==> config.mk <==
export PLATFORM = sky130hd
export DESIGN_NAME = freq_display
export DESIGN_NICKNAME = d
export VERILOG_FILES = /design/src/hdl/oled_pkg.sv /design/src/hdl/value_digits.sv /design/src/hdl/text_layout.sv /design/src/hdl/glyph_addresser.sv /design/src/hdl/freq_display.sv
export VERILOG_INCLUDE_DIRS = /design/src /design/src/hdl
export SDC_FILE = /design/constraint.sdc
export NUM_CORES = 1
export LEC_CHECK = 0
export ABC_AREA = 1
export BUFFER_PORTS_ARGS = -buffer_cell sky130_fd_sc_hd__buf_4
export CELL_PAD_IN_SITES_DETAIL_PLACEMENT = 0
export CELL_PAD_IN_SITES_GLOBAL_PLACEMENT = 1
export CORE_MARGIN = 2
export CORE_UTILIZATION = 35
export CTS_CLUSTER_SIZE = 10
export DETAILED_ROUTE_END_ITERATION = 7
export GPL_TIMING_DRIVEN = 0
export PLACE_DENSITY_LB_ADDON = 0.1
export SYNTH_ARGS = -nofsm -noshare
export SYNTH_HDL_FRONTEND = slang
export SYNTH_SLANG_ARGS = --single-unit
==> constraint.sdc <==
create_clock -name CLOCK -period 11.9 [get_ports CLOCK]
set_clock_uncertainty 0.1 [all_clocks]
set_input_delay 0 -clock CLOCK [delete_from_list [all_inputs] [get_ports CLOCK]]
set_output_delay 0 -clock CLOCK [all_outputs]
set_load 0.02 [all_outputs]
==> src/hdl/oled_macros.svh <==
//----------------------------------------
// constants for the oled frequency display
// column commands assume a 128 column panel
// font rom holds 8x16 glyphs, upper half first
//----------------------------------------
`ifndef OLED_MACROS_SVH
`define OLED_MACROS_SVH

//----------------------------------------
// link control bytes
//----------------------------------------
`define OLED_CTRL_CMD       8'h00
`define OLED_CTRL_DATA      8'h40

// command upper nibbles
`define OLED_PAGE_BASE      4'hB
`define OLED_COL_HI_BASE    4'h1
`define OLED_COL_LO_BASE    4'h0

// panel geometry
`define OLED_PAGES          8
`define OLED_COLUMNS        128

//----------------------------------------
// font and text line
//----------------------------------------
`define GLYPH_WIDTH         8
`define GLYPH_BYTES         16
`define TEXT_SLOTS          12
`define DIGIT_COUNT         5
`define ROM_ADDR_W          10

// glyph position to valid rom_data
`define ROM_WAIT            2

//----------------------------------------
// demo value range
//----------------------------------------
`define VALUE_RESET         43400
`define VALUE_WRAP_AT       45000
`define VALUE_WRAP_TO       44000
`define VALUE_W             16

`endif

==> src/hdl/oled_pkg.sv <==
//----------------------------------------
// types shared by the display blocks
// glyph codes 0 to 9 are digits, the rest
// follow the order of the font rom
//----------------------------------------
`include "oled_macros.svh"

package oled_pkg;

	typedef logic [7:0] oled_byte_t;
	typedef logic [3:0] digit_t;

	// index 0 is the units digit
	typedef digit_t [`DIGIT_COUNT-1:0] digit_vec_t;

	typedef logic [`ROM_ADDR_W-1:0] rom_addr_t;
	typedef logic [`VALUE_W-1:0] value_t;

	// font index
	typedef enum logic [4:0]
	{
		G_0 = 5'd0,
		G_1,
		G_2,
		G_3,
		G_4,
		G_5,
		G_6,
		G_7,
		G_8,
		G_9,
		G_F,
		G_R,
		G_E,
		G_Q,
		G_COLON,
		G_H,
		G_Z
	} glyph_e;

	typedef enum logic [7:0]
	{
		CTRL_CMD  = `OLED_CTRL_CMD,
		CTRL_DATA = `OLED_CTRL_DATA
	} ctrl_e;

	typedef enum logic [3:0]
	{
		ST_PAGE,
		ST_COL_HI,
		ST_COL_LO,
		ST_CLEAR,
		ST_GLYPH
	} layout_state_e;

endpackage

==> src/hdl/value_digits.sv <==
//----------------------------------------
// demo value source for the display
// steps every TICK_CYCLES clocks, wraps inside
// the macro range; digits update on sample only
//----------------------------------------
`include "oled_macros.svh"

module value_digits
	import oled_pkg::*;
#(
	parameter int TICK_CYCLES = 5_000_000
)
(
	input  logic       CLOCK,
	input  logic       RST_n,
	input  logic       sample,
	output digit_vec_t digits
);

	localparam int TICK_W = (TICK_CYCLES > 1) ? $clog2(TICK_CYCLES) : 1;

	logic [TICK_W-1:0] tick_cnt;
	logic              tick;
	value_t            value;
	digit_vec_t        digit_now;

	assign tick = (tick_cnt == TICK_W'(TICK_CYCLES - 1));

	// cycle divider
	always_ff @(posedge CLOCK or negedge RST_n)
	begin
		if (!RST_n)
			tick_cnt <= '0;
		else if (tick)
			tick_cnt <= '0;
		else
			tick_cnt <= tick_cnt + 1'b1;
	end

	// wrap value shows for one cycle
	always_ff @(posedge CLOCK or negedge RST_n)
	begin
		if (!RST_n)
			value <= value_t'(`VALUE_RESET);
		else if (value == value_t'(`VALUE_WRAP_AT))
			value <= value_t'(`VALUE_WRAP_TO);
		else if (tick)
			value <= value + 1'b1;
	end

	//----------------------------------------
	// decimal split, one digit per register
	//----------------------------------------
	for (genvar k = 0; k < `DIGIT_COUNT; k++)
	begin : g_dec
		always_ff @(posedge CLOCK)
		begin
			digit_now[k] <= digit_t'((value / value_t'(10 ** k)) % value_t'(10));
		end
	end

	// snapshot held for a whole digit pass
	always_ff @(posedge CLOCK)
	begin
		if (sample)
			digits <= digit_now;
	end

endmodule

==> src/hdl/text_layout.sv <==
//----------------------------------------
// clears the panel once, writes the labels once,
// then refreshes the five digits forever
// link_req holds ctrl and byte until link_done
// start low only blocks new requests
//----------------------------------------
`include "oled_macros.svh"

module text_layout
	import oled_pkg::*;
(
	input  logic       CLOCK,
	input  logic       RST_n,
	input  logic       start,
	input  logic       link_done,
	input  oled_byte_t rom_data,
	output logic       link_req,
	output ctrl_e      link_ctrl,
	output oled_byte_t link_byte,
	output glyph_e     glyph,
	output logic       half,
	output logic [2:0] col_idx,
	output logic       sample,
	output logic       frame_done
);

	// F r e q : sit before the digits, H z after
	localparam logic [3:0] FIRST_DIGIT_SLOT = 4'd5;
	localparam logic [3:0] LAST_DIGIT_SLOT  = 4'(FIRST_DIGIT_SLOT + `DIGIT_COUNT - 1);
	localparam logic [3:0] LAST_SLOT        = 4'(`TEXT_SLOTS - 1);
	localparam int         WAIT_W           = $clog2(`ROM_WAIT + 1);

	layout_state_e     state;
	logic              in_clear;
	logic [2:0]        clr_page;
	logic [3:0]        slot;
	logic [3:0]        next_slot;
	logic [3:0]        digit_pos;
	logic [6:0]        col_cnt;
	logic [WAIT_W-1:0] wait_cnt;
	logic [2:0]        page;
	logic [6:0]        column;
	ctrl_e             cur_ctrl;
	oled_byte_t        cur_byte;
	logic              ready;
	logic              launch;
	logic              accept;
	logic              glyph_last;

	assign col_idx    = col_cnt[2:0];
	assign launch     = !link_req && start && ready;
	assign accept     = link_req && link_done;
	assign glyph_last = (col_cnt[2:0] == 3'(`GLYPH_WIDTH - 1));

	// snapshot just before the first digit byte is fetched
	assign sample = accept && (state == ST_COL_LO) && !in_clear
		&& (slot == FIRST_DIGIT_SLOT) && !half;

	//----------------------------------------
	// slot to glyph
	//----------------------------------------
	always_comb
	begin
		digit_pos = LAST_DIGIT_SLOT - slot;
		case (slot)
			4'd0: glyph = G_F;
			4'd1: glyph = G_R;
			4'd2: glyph = G_E;
			4'd3: glyph = G_Q;
			4'd4: glyph = G_COLON;
			4'd10: glyph = G_H;
			4'd11: glyph = G_Z;
			// digit position, resolved by the addresser
			default: glyph = glyph_e'({1'b0, digit_pos});
		endcase
	end

	always_comb
	begin
		if (slot == FIRST_DIGIT_SLOT - 4'd1)
			next_slot = LAST_DIGIT_SLOT + 4'd1;
		else if (slot == LAST_DIGIT_SLOT || slot == LAST_SLOT)
			next_slot = FIRST_DIGIT_SLOT;
		else
			next_slot = slot + 4'd1;
	end

	//----------------------------------------
	// byte for the current step
	//----------------------------------------
	always_comb
	begin
		page     = in_clear ? clr_page : {2'b00, half};
		column   = in_clear ? 7'd0 : {slot, 3'b000};
		cur_ctrl = CTRL_CMD;
		cur_byte = '0;
		ready    = 1'b1;
		case (state)
			ST_PAGE: cur_byte = {`OLED_PAGE_BASE, 1'b0, page};
			ST_COL_HI: cur_byte = {`OLED_COL_HI_BASE, 1'b0, column[6:4]};
			ST_COL_LO: cur_byte = {`OLED_COL_LO_BASE, column[3:0]};
			ST_CLEAR: cur_ctrl = CTRL_DATA;
			ST_GLYPH:
			begin
				cur_ctrl = CTRL_DATA;
				cur_byte = rom_data;
				ready    = (wait_cnt == WAIT_W'(`ROM_WAIT));
			end
			default: ;
		endcase
	end

	always_ff @(posedge CLOCK or negedge RST_n)
	begin
		if (!RST_n)
		begin
			state      <= ST_PAGE;
			in_clear   <= 1'b1;
			clr_page   <= '0;
			slot       <= '0;
			half       <= 1'b0;
			col_cnt    <= '0;
			wait_cnt   <= '0;
			link_req   <= 1'b0;
			frame_done <= 1'b0;
		end
		else
		begin
			frame_done <= 1'b0;
			if (launch)
				link_req <= 1'b1;
			else if (!link_req && state == ST_GLYPH && !ready)
				wait_cnt <= wait_cnt + 1'b1;
			else if (accept)
			begin
				link_req <= 1'b0;
				case (state)
					ST_PAGE: state <= ST_COL_HI;
					ST_COL_HI: state <= ST_COL_LO;
					ST_COL_LO:
					begin
						col_cnt  <= '0;
						wait_cnt <= '0;
						state    <= in_clear ? ST_CLEAR : ST_GLYPH;
					end
					ST_CLEAR:
					begin
						if (col_cnt == 7'(`OLED_COLUMNS - 1))
						begin
							state    <= ST_PAGE;
							clr_page <= clr_page + 1'b1;
							if (clr_page == 3'(`OLED_PAGES - 1))
								in_clear <= 1'b0;
						end
						else
							col_cnt <= col_cnt + 1'b1;
					end
					ST_GLYPH:
					begin
						wait_cnt <= '0;
						if (glyph_last)
						begin
							state <= ST_PAGE;
							half  <= ~half;
							// lower half done, move to the next slot
							if (half)
							begin
								slot       <= next_slot;
								frame_done <= (slot == LAST_DIGIT_SLOT);
							end
						end
						else
							col_cnt <= col_cnt + 1'b1;
					end
					default: state <= ST_PAGE;
				endcase
			end
		end
	end

	// link payload, loaded as the request rises
	always_ff @(posedge CLOCK)
	begin
		if (launch)
		begin
			link_ctrl <= cur_ctrl;
			link_byte <= cur_byte;
		end
	end

endmodule

==> src/hdl/glyph_addresser.sv <==
//----------------------------------------
// font rom address for the current glyph byte
// digit positions take the snapshot digit
// address is registered, one cycle behind
//----------------------------------------
`include "oled_macros.svh"

module glyph_addresser
	import oled_pkg::*;
(
	input  logic       CLOCK,
	input  logic       RST_n,
	input  glyph_e     glyph,
	input  logic       half,
	input  logic [2:0] col_idx,
	input  digit_vec_t digits,
	output rom_addr_t  rom_addr
);

	digit_t    digit_val;
	logic [4:0] font_idx;
	rom_addr_t addr_next;

	always_comb
	begin
		digit_val = digits[glyph[2:0]];
		// codes below DIGIT_COUNT name a digit position
		if (5'(glyph) < 5'(`DIGIT_COUNT))
			font_idx = {1'b0, digit_val};
		else
			font_idx = 5'(glyph);
		addr_next = rom_addr_t'(font_idx) * rom_addr_t'(`GLYPH_BYTES)
			+ (half ? rom_addr_t'(`GLYPH_WIDTH) : rom_addr_t'(0))
			+ rom_addr_t'(col_idx);
	end

	always_ff @(posedge CLOCK or negedge RST_n)
	begin
		if (!RST_n)
			rom_addr <= '0;
		else
			rom_addr <= addr_next;
	end

endmodule

==> src/hdl/freq_display.sv <==
//----------------------------------------
// oled frequency readout, "Freq:" digits "Hz"
// needs an external byte link and 8x16 font rom
// rom_data is expected one cycle after rom_addr
//----------------------------------------
module freq_display
	import oled_pkg::*;
#(
	parameter int TICK_CYCLES = 5_000_000
)
(
	input  logic       CLOCK,
	input  logic       RST_n,
	input  logic       start,
	input  logic       link_done,
	input  oled_byte_t rom_data,
	output logic       link_req,
	output ctrl_e      link_ctrl,
	output oled_byte_t link_byte,
	output rom_addr_t  rom_addr,
	output logic       frame_done
);

	glyph_e     glyph;
	logic       half;
	logic [2:0] col_idx;
	logic       sample;
	digit_vec_t digits;

	value_digits #(
		.TICK_CYCLES (TICK_CYCLES)
	) u_value (
		.CLOCK  (CLOCK),
		.RST_n  (RST_n),
		.sample (sample),
		.digits (digits)
	);

	text_layout u_layout (
		.CLOCK      (CLOCK),
		.RST_n      (RST_n),
		.start      (start),
		.link_done  (link_done),
		.rom_data   (rom_data),
		.link_req   (link_req),
		.link_ctrl  (link_ctrl),
		.link_byte  (link_byte),
		.glyph      (glyph),
		.half       (half),
		.col_idx    (col_idx),
		.sample     (sample),
		.frame_done (frame_done)
	);

	glyph_addresser u_addr (
		.CLOCK    (CLOCK),
		.RST_n    (RST_n),
		.glyph    (glyph),
		.half     (half),
		.col_idx  (col_idx),
		.digits   (digits),
		.rom_addr (rom_addr)
	);

endmodule

# After elaboration in Yosys (flattened, before gate mapping)
# Index checks and enable logic that the tools add are counted.
word_totals:
  reg_bits: 129
  inputBits: 12
  out_inout_bits: 28
  wordCells: 135
classes:
  addsub: 9
  div: 9
  order_cmp: 2
  eq_ne: 23
  muxes: 34
  bitwise_logic: 3
  reduce_logical: 31
op_table:
  columns: ["cell", "n"]
  rows:
  - ["16-bit by 4-bit remainder unit with 16-bit output, second input constant", 5]
  - ["5-bit case mux with 7 select lines", 1]
  - ["16-bit two-way mux", 2]
  - ["8-bit case mux with 4 select lines", 1]
  - ["7-bit two-way mux", 4]
  - ["4-bit two-way mux", 6]
  - ["23-bit by 1-bit adder with 23-bit output, second input constant", 1]
  - ["23-bit == test, second input constant", 1]
  - ["23-bit two-way mux", 1]
  - ["7-bit case mux with 3 select lines", 1]
  - ["4-bit case mux with 5 select lines", 1]
  - ["6-bit AND reduction", 3]
  - ["16-bit by 1-bit adder with 16-bit output, second input constant", 1]
  - ["16-bit by 10-bit divider with 16-bit output, second input constant", 1]
  - ["16-bit by 14-bit divider with 16-bit output, second input constant", 1]
  - ["16-bit by 4-bit divider with 16-bit output, second input constant", 1]
  - ["16-bit by 7-bit divider with 16-bit output, second input constant", 1]
  - ["16-bit == test, second input constant", 1]
  - ["4-bit by 2-bit == test with 1-bit output, second input constant", 4]
  - ["5-bit AND reduction", 3]
  - ["4-bit binary-select mux with 3-bit select", 1]
  - ["4-bit by 3-bit == test with 1-bit output, second input constant", 3]
  - ["4-bit == test, second input constant", 3]
  - ["10-bit by 3-bit adder with 10-bit output", 1]
  - ["28 further kinds", 63]

# Depth between registers and ports, before layout
depth:
  word_depth: 7
  mapped_depth: 64
  mapped_depth_nobuf: 63

# Cells and area by module
# A second synthesis with hierarchy kept.
unflattened:
  hier_cells: 1521
  hier_area_um2: 10661.5
by_module_without_submodules:
  columns: ["mod", "n_inst", "cells_each", "area_each_um2", "seq_area_each_um2"]
  rows:
  - ["value_digits", 1, 1200, 8200.4, 1934.4]
  - ["text_layout", 1, 251, 1966.9, 847.1]
  - ["glyph_addresser", 1, 70, 494.2, 225.2]

# Least setup slack after synthesis
# No wires, ideal clock.
synth_path:
  kind: "flip-flop to flip-flop"
  from: "register u_value.value[15]"
  to: "register u_value.digit_now[15] (netlist bit)"
  setup_time_ns: 0.058
  t_arrival_ns: 5.664
  t_required_ns: 11.742
  slack_ns: 6.077
  stages_incl_launch_ff: 54
  n_path_buf: 1
  synth_period_minus_slack_ns: 5.823
  path_cell_list: "dfstp_2 buf_6 nand2_4 inv_2 nand4_4 xor2_1 nand2_1 nand2_1 inv_2 nand2_2 nand2_4 xor2_1 inv_1 nor2_2 nor2_1 nand3_2 nand2_4 inv_4 [... 18 more ...] a21boi_2 nand3_2 nand2_1 inv_1 ha_1 inv_1 o21ai_4 nand2_2 nand4_4 nand2_1 nand2_1 inv_1 ha_1 inv_1 o211ai_1 nand2_1 nand2_1 nand2_1"
synth_between:
  elab_chain_cells: 2
synth_lines:
  columns: ["element", "line", "text"]
  rows:
  - ["start: declaration", "value_digits.sv:24", "value_t value;"]
  - ["start signal: assignment", "value_digits.sv:44", "value <= value_t'(`VALUE_RESET);"]
  - ["start signal: assignment", "value_digits.sv:46", "value <= value_t'(`VALUE_WRAP_TO);"]
  - ["start signal: assignment", "value_digits.sv:48", "value <= value + 1'b1;"]
  - ["16-bit by 10-bit divider with 16-bit output", "value_digits.sv:58", "digit_now[k] <= digit_t'((value / value_t'(10 ** k)) % value_t'(10));"]
  - ["16-bit by 4-bit remainder unit with 16-bit output", "value_digits.sv:58", null]
  - ["end signal: indexed assignment", "value_digits.sv:58", null]
  - ["end: declaration", "value_digits.sv:25", "digit_vec_t digit_now;"]
# No other way between the ends.
# A chain may end at the register's enable or synchronous reset.

# Final worst setup path
layout_path:
  from: "register u_value.value[8]"
  to: "register u_value.digit_now[15] (netlist bit)"
# The elaborated chain is that of the path after synthesis.

==> impl_results.html <==
<table>
<tr><th>Metric</th><th>Value</th></tr>
<tr><th colspan="2">Critical path</th></tr>
<tr><td>CP required</td><td>around 12 ns</td></tr>
<tr><td>Nature of the critical path endpoint</td><td>register</td></tr>
<tr><td>CP max-delay cell</td><td>sky130_fd_sc_hd__dfstp_2</td></tr>
<tr><td>Data arrival time of the critical path</td><td>approximately 7.2 ns</td></tr>
<tr><td>End of the worst register-to-register path</td><td>u_value.digit_now[15]$_DFF_P_</td></tr>
<tr><td>Max FO, Critical Path</td><td>9</td></tr>
<tr><td>CP dominant cell by count</td><td>sky130_fd_sc_hd__nand2_1</td></tr>
<tr><td>Critical Setup Path Class</td><td>reg2reg</td></tr>
<tr><td>Kind of start point of the critical path</td><td>register</td></tr>
<tr><td>R2R setup slack</td><td>slightly below 5 ns</td></tr>
<tr><td>R2r startpoint</td><td>u_value.value[8]$_DFFE_PN1P_</td></tr>
<tr><td>Largest stage delay, worst path</td><td>0.51 ns</td></tr>
<tr><td>Depth of the most critical reg-to-reg path</td><td>50</td></tr>
<tr><th colspan="2">Job</th></tr>
<tr><td>Max cap viols</td><td>0</td></tr>
<tr><th colspan="2">STA</th></tr>
<tr><td>Fmax</td><td>0.143 GHz</td></tr>
<tr><td>Setup Viol. Count Final</td><td>0</td></tr>
<tr><td>Final hold violation count</td><td>0</td></tr>
<tr><td>Unrepaired setup endpoints after global routing</td><td>false</td></tr>
<tr><td>Post-Route Setup TNS</td><td>0 ns</td></tr>
<tr><td>Final number of max-transition violations</td><td>0</td></tr>
<tr><td>Share of the clock period used by the worst path</td><td>0.587</td></tr>
<tr><td>Worst slew margin relative to its limit</td><td>0.241</td></tr>
<tr><td>Min Clock Period, post-route</td><td>6.98 ns</td></tr>
<tr><td>Measured slew at the worst slew-check pin</td><td>roughly 1.1 ns</td></tr>
<tr><td>Final worst hold slack</td><td>0.0544 ns</td></tr>
<tr><th colspan="2">Routing</th></tr>
<tr><td>Routed WL</td><td>about 24 mm</td></tr>
<tr><td>Antenna viol nets, final</td><td>0</td></tr>
<tr><td>First DRT Iteration DRCs</td><td>between 600 and 700</td></tr>
<tr><td>Total iterations of the first detailed-routing run</td><td>5</td></tr>
<tr><td>Uppermost signal routing layer after detailed routing</td><td>met4</td></tr>
<tr><td>DR DRC count</td><td>0</td></tr>
<tr><td>Number of vias after detailed routing</td><td>slightly above 9000</td></tr>
<tr><td>WL met2</td><td>11.6 mm</td></tr>
<tr><td>WL/cell</td><td>around 12 um</td></tr>
<tr><td>Via-per-instance ratio</td><td>between 4 and 5</td></tr>
<tr><td>Metal1 wirelength</td><td>between 10 and 15 mm</td></tr>
<tr><td>Wire length on met3</td><td>between 500 and 600 um</td></tr>
<tr><th colspan="2">Power and ir drop</th></tr>
<tr><td>Switching component of the power</td><td>0.292 mW</td></tr>
<tr><td>Pleak</td><td>a little over 6 nW</td></tr>
<tr><td>Part of the power in the clock network</td><td>0.442</td></tr>
<tr><td>Pint</td><td>a little over 0.8 mW</td></tr>
<tr><td>Switching fraction of total power</td><td>0.260</td></tr>
<tr><td>Relative contribution of sequential cells to total power</td><td>0.421</td></tr>
<tr><td>Worst supply voltage drop on vdd</td><td>between 70 and 80 uV</td></tr>
<tr><td>Combinational share of power</td><td>0.137</td></tr>
<tr><td>Pwr Density</td><td>between 90 and 100 nW/um^2</td></tr>
<tr><th colspan="2">Min path</th></tr>
<tr><td>End point of the most critical hold path</td><td>u_layout.link_byte[5]$_SDFFCE_PN0P_</td></tr>
<tr><td>Classification of the worst-slack hold path</td><td>in2reg</td></tr>
<tr><td>Worst hold path stage count</td><td>3</td></tr>
<tr><td>Worst Min Path Start</td><td>start</td></tr>
<tr><th colspan="2">Clocking</th></tr>
<tr><td>Worst-Skew Late Latency</td><td>a little over 0.4 ns</td></tr>
<tr><td>Clock tree from TritonCTS</td><td>done</td></tr>
<tr><td>Clock Sinks</td><td>around 120</td></tr>
<tr><td>Buffers inserted by post-CTS timing repair</td><td>0</td></tr>
<tr><td>Root Driver</td><td>sky130_fd_sc_hd__clkbuf_16</td></tr>
<tr><td>Number of resized instances in the post-cts repair step</td><td>0</td></tr>
<tr><td>Depth of the CTS H-tree</td><td>4</td></tr>
<tr><td>Number of hold-repair buffers added at the cts stage</td><td>11</td></tr>
<tr><td>Total clock buffers created by CTS</td><td>17</td></tr>
<tr><td>Clock-pin slew on the worst setup and hold paths</td><td>0.06 ns</td></tr>
<tr><td>Clock Path Buffers</td><td>2</td></tr>
<tr><th colspan="2">Synthesis</th></tr>
<tr><td>Synthesized flop and latch total</td><td>approximately 120</td></tr>
<tr><td>Fraction of synthesized area in multiplexers</td><td>0.00335</td></tr>
<tr><td>Prevailing post-synth register cell</td><td>sky130_fd_sc_hd__dfrtp_1</td></tr>
<tr><td>Synth cell types</td><td>66</td></tr>
<tr><td>Number of enable flip-flop cells after synthesis</td><td>28</td></tr>
<tr><td>Library cell with the highest instance count after synthesis</td><td>sky130_fd_sc_hd__nand2_1</td></tr>
<tr><td>Leading area contributor after synthesis</td><td>sky130_fd_sc_hd__dfrtp_1</td></tr>
<tr><td>Post-synthesis average cell area</td><td>6.67 um^2</td></tr>
<tr><td>Biggest area contributors in the synthesized netlist</td><td>sky130_fd_sc_hd__dfrtp_1 (16%), sky130_fd_sc_hd__nand2_1 (14%), sky130_fd_sc_hd__edfxtp_1 (8.3%)</td></tr>
<tr><td>Fraction of synthesized cell area in xor and xnor cells</td><td>0.0435</td></tr>
<tr><td>Area of the mapped netlist</td><td>roughly 10000 um^2</td></tr>
<tr><td>Fraction of post-synthesis cell area in the top cell type by area</td><td>0.159</td></tr>
<tr><td>Compound-cell area share of the yosys netlist</td><td>0.0947</td></tr>
<tr><td>Largest family of logic cells by synthesized area</td><td>simple AND/OR/NAND/NOR gates</td></tr>
<tr><td>Yosys warning count</td><td>0</td></tr>
<tr><td>Area share of and/or/nand/nor cells after synthesis</td><td>0.415</td></tr>
<tr><td>Fraction of the mapped netlist area in adder cells</td><td>0.0323</td></tr>
<tr><td>Post-Syn Instances</td><td>about 1500</td></tr>
<tr><td>Top post-synthesis cells by count</td><td>sky130_fd_sc_hd__nand2_1 (386), sky130_fd_sc_hd__inv_1 (215), sky130_fd_sc_hd__nand3_1 (166)</td></tr>
<tr><td>Share of the yosys chip area belonging to registers</td><td>0.299</td></tr>
<tr><td>Proportion of register bits with asynchronous set or reset after synthesis</td><td>0.602</td></tr>
<tr><th colspan="2">Floorplan</th></tr>
<tr><td>Total number of placement rows</td><td>62</td></tr>
<tr><td>Chip Width</td><td>about 170 um</td></tr>
<tr><td>Initial standard-cell utilization of the core</td><td>0.353</td></tr>
<tr><td>DIE AREA</td><td>30100 um^2</td></tr>
<tr><td>Die Height</td><td>174 um</td></tr>
<tr><td>Number of I/O pins</td><td>40</td></tr>
<tr><td>Core Footprint</td><td>approximately 29000 um^2</td></tr>
<tr><th colspan="2">GRT</th></tr>
<tr><td>GRT Util Overall</td><td>0.168</td></tr>
<tr><td>Overall overflow remaining after global route</td><td>0</td></tr>
<tr><td>Vias in the first global route</td><td>slightly below 9000</td></tr>
<tr><td>Initial antenna violation count</td><td>0</td></tr>
<tr><td>Pin count of the biggest net entering global routing</td><td>between 70 and 80</td></tr>
<tr><td>Wire length of the first global-routing pass</td><td>roughly 42 mm</td></tr>
<tr><th colspan="2">Layout</th></tr>
<tr><td>Final layout net count</td><td>1617</td></tr>
<tr><td>Antenna Cells</td><td>0</td></tr>
<tr><td>Area growth, synth to finish</td><td>14.3%</td></tr>
<tr><td>Fraction of layout cells with a size suffix above 1</td><td>0.152</td></tr>
<tr><th colspan="2">Place</th></tr>
<tr><td>Number of buffers added on ports</td><td>31</td></tr>
<tr><td>Gpl congestion</td><td>0.803</td></tr>
<tr><td>Sum of net half-perimeters after detailed placement</td><td>about 19 mm</td></tr>
<tr><th colspan="2">Run status</th></tr>
<tr><td>Result of the run</td><td>finished, final reports clean</td></tr>
</table>
==> cells in the final DEF (no fill, tap or decap), types with 4 or more instances in the layout <==
master                          instances
sky130_fd_sc_hd__xor2_1                43
sky130_fd_sc_hd__o21ai_2                5
sky130_fd_sc_hd__o21a_1                 4
sky130_fd_sc_hd__nand4_1               33
sky130_fd_sc_hd__nor4_1                15
sky130_fd_sc_hd__buf_4                 40
sky130_fd_sc_hd__nand2_2               54
sky130_fd_sc_hd__conb_1                 8
sky130_fd_sc_hd__clkinv_1              10
sky130_fd_sc_hd__o21ai_0               61
sky130_fd_sc_hd__a31oi_1                7
sky130_fd_sc_hd__inv_2                 22
sky130_fd_sc_hd__inv_1                215
sky130_fd_sc_hd__clkbuf_1               9
sky130_fd_sc_hd__nand2_1              386
sky130_fd_sc_hd__o22ai_1                6
sky130_fd_sc_hd__dfxtp_1               19
sky130_fd_sc_hd__clkbuf_16             17
sky130_fd_sc_hd__clkinv_2               4
sky130_fd_sc_hd__nand3_1              166
sky130_fd_sc_hd__nor2_1               129
sky130_fd_sc_hd__nor2_2                15
sky130_fd_sc_hd__edfxtp_1              28
sky130_fd_sc_hd__or2_2                  4
sky130_fd_sc_hd__o211ai_1               7
sky130_fd_sc_hd__ha_1                  26
sky130_fd_sc_hd__xnor2_1                7
sky130_fd_sc_hd__buf_6                  6
sky130_fd_sc_hd__nand2_4               15
sky130_fd_sc_hd__dlygate4sd3_1         11
sky130_fd_sc_hd__a21oi_1               33
sky130_fd_sc_hd__o21ai_1               14
sky130_fd_sc_hd__nor3_1                20
sky130_fd_sc_hd__dfstp_2                7
sky130_fd_sc_hd__buf_2                  8
sky130_fd_sc_hd__nand3_2               16
sky130_fd_sc_hd__dfrtp_1               64
==> power groups by stage <==
stage          logic (mW)  clock network [mW]  registers (mW)
2_1_floorplan      0.0775                   0           0.497
3_3_place_gp        0.149                   0           0.479
3_5_place_dp        0.150                   0           0.480
4_1_cts             0.156               0.513           0.472
5_1_grt             0.177               0.529           0.476
6_report            0.153               0.496           0.472
==> metrics by stage <==
| step | cells | instance area, um^2 | util | total power, mW | worst slack, ns |
|---|---|---|---|---|---|
| floorplan | 1517 | 10100 | - | 0.575 | 6.08 |
| global placement | 1932 | 10800 | 0.379 | 0.628 | 4.85 |
| detailed placement | 1933 | 10800 | 0.379 | 0.629 | 4.88 |
| CTS | 1976 | 11500 | 0.403 | 1.14 | 4.84 |
| global route | 1976 | 11500 | 0.403 | 1.18 | 4.03 |
| finish | 1976 | 11500 | 0.403 | 1.12 | 4.92 |
==> sequential cells by signal (all words and copies together), names as in the netlist <==
register,cells
u_addr.rom_addr,9
u_layout.link_byte,8
u_layout.clr_page,3
u_layout.col_cnt,7
u_layout.state,3
u_value.value,16
u_value.digits,19
u_layout.wait_cnt,2
u_value.tick_cnt,23
u_value.digit_now,19
u_layout.half,1
u_layout.slot,4
u_layout.in_clear,1
u_layout.link_req,1
u_layout.frame_done,1
u_layout.link_ctrl,1
==> routing by layer <==
metal | GRT usage | vias to the layer above
met2 | 0.291 | 105
met1 | 0.223 | 4186
met5 | 0 | -
met4 | 0.0392 | 0
met3 | 0.0211 | 14
li1 | - | 5012
==> layout make-up <==
| type | count | area, um^2 |
|---|---|---|
| timing repair buffer | 43 | 354 |
| buffer | 31 | 198 |
| tap | 384 | 480 |
| multi-input combinational | 1122 | 5970 |
| clock buffer | 21 | 470 |
| sequential | 118 | 3010 |
| fill | 3114 | 17000 |
| clock inverter | 11 | 105 |
| inverter | 246 | 930 |
==> logic make-up after synthesis <==
group                      after synthesis
AOI/OAI and AO/OA                      160
muxes                                    3
DFF                                    118
and+or+nand+nor                        875
xor gates and xnor gates                50
other                                    1
buffers and inverters                  277
adders and majority gates               26
==> critical path, delay by kind of cell (launching register included) <==
family | cells | cell delay (ns)
adder cells (fa/ha/maj) | 2 | 0.41
flip-flops | 1 | 0.51
AO/OA/AOI/OAI | 6 | 0.95
AND/OR/NAND/NOR | 31 | 3.53
buffers and inverters | 11 | 1.34
==> how the worst max path moves through the flow <==
stage               slack (ns)                             to  cells after the start                     startpoint
floorplan                 6.08  u_value.digit_now[15]$_DFF_P_                     53  u_value.value[15]$_DFFE_PN1P_
global placement          4.85  u_value.digit_now[15]$_DFF_P_                     52  u_value.value[11]$_DFFE_PN1P_
detailed placement        4.88  u_value.digit_now[15]$_DFF_P_                     50   u_value.value[8]$_DFFE_PN1P_
CTS                       4.84  u_value.digit_now[15]$_DFF_P_                     50   u_value.value[8]$_DFFE_PN1P_
global route              4.03  u_value.digit_now[15]$_DFF_P_                     51   u_value.value[8]$_DFFE_PN1P_
finish                    4.92  u_value.digit_now[15]$_DFF_P_                     50   u_value.value[8]$_DFFE_PN1P_
No activity file was read; power rests on OpenSTA's default activity.
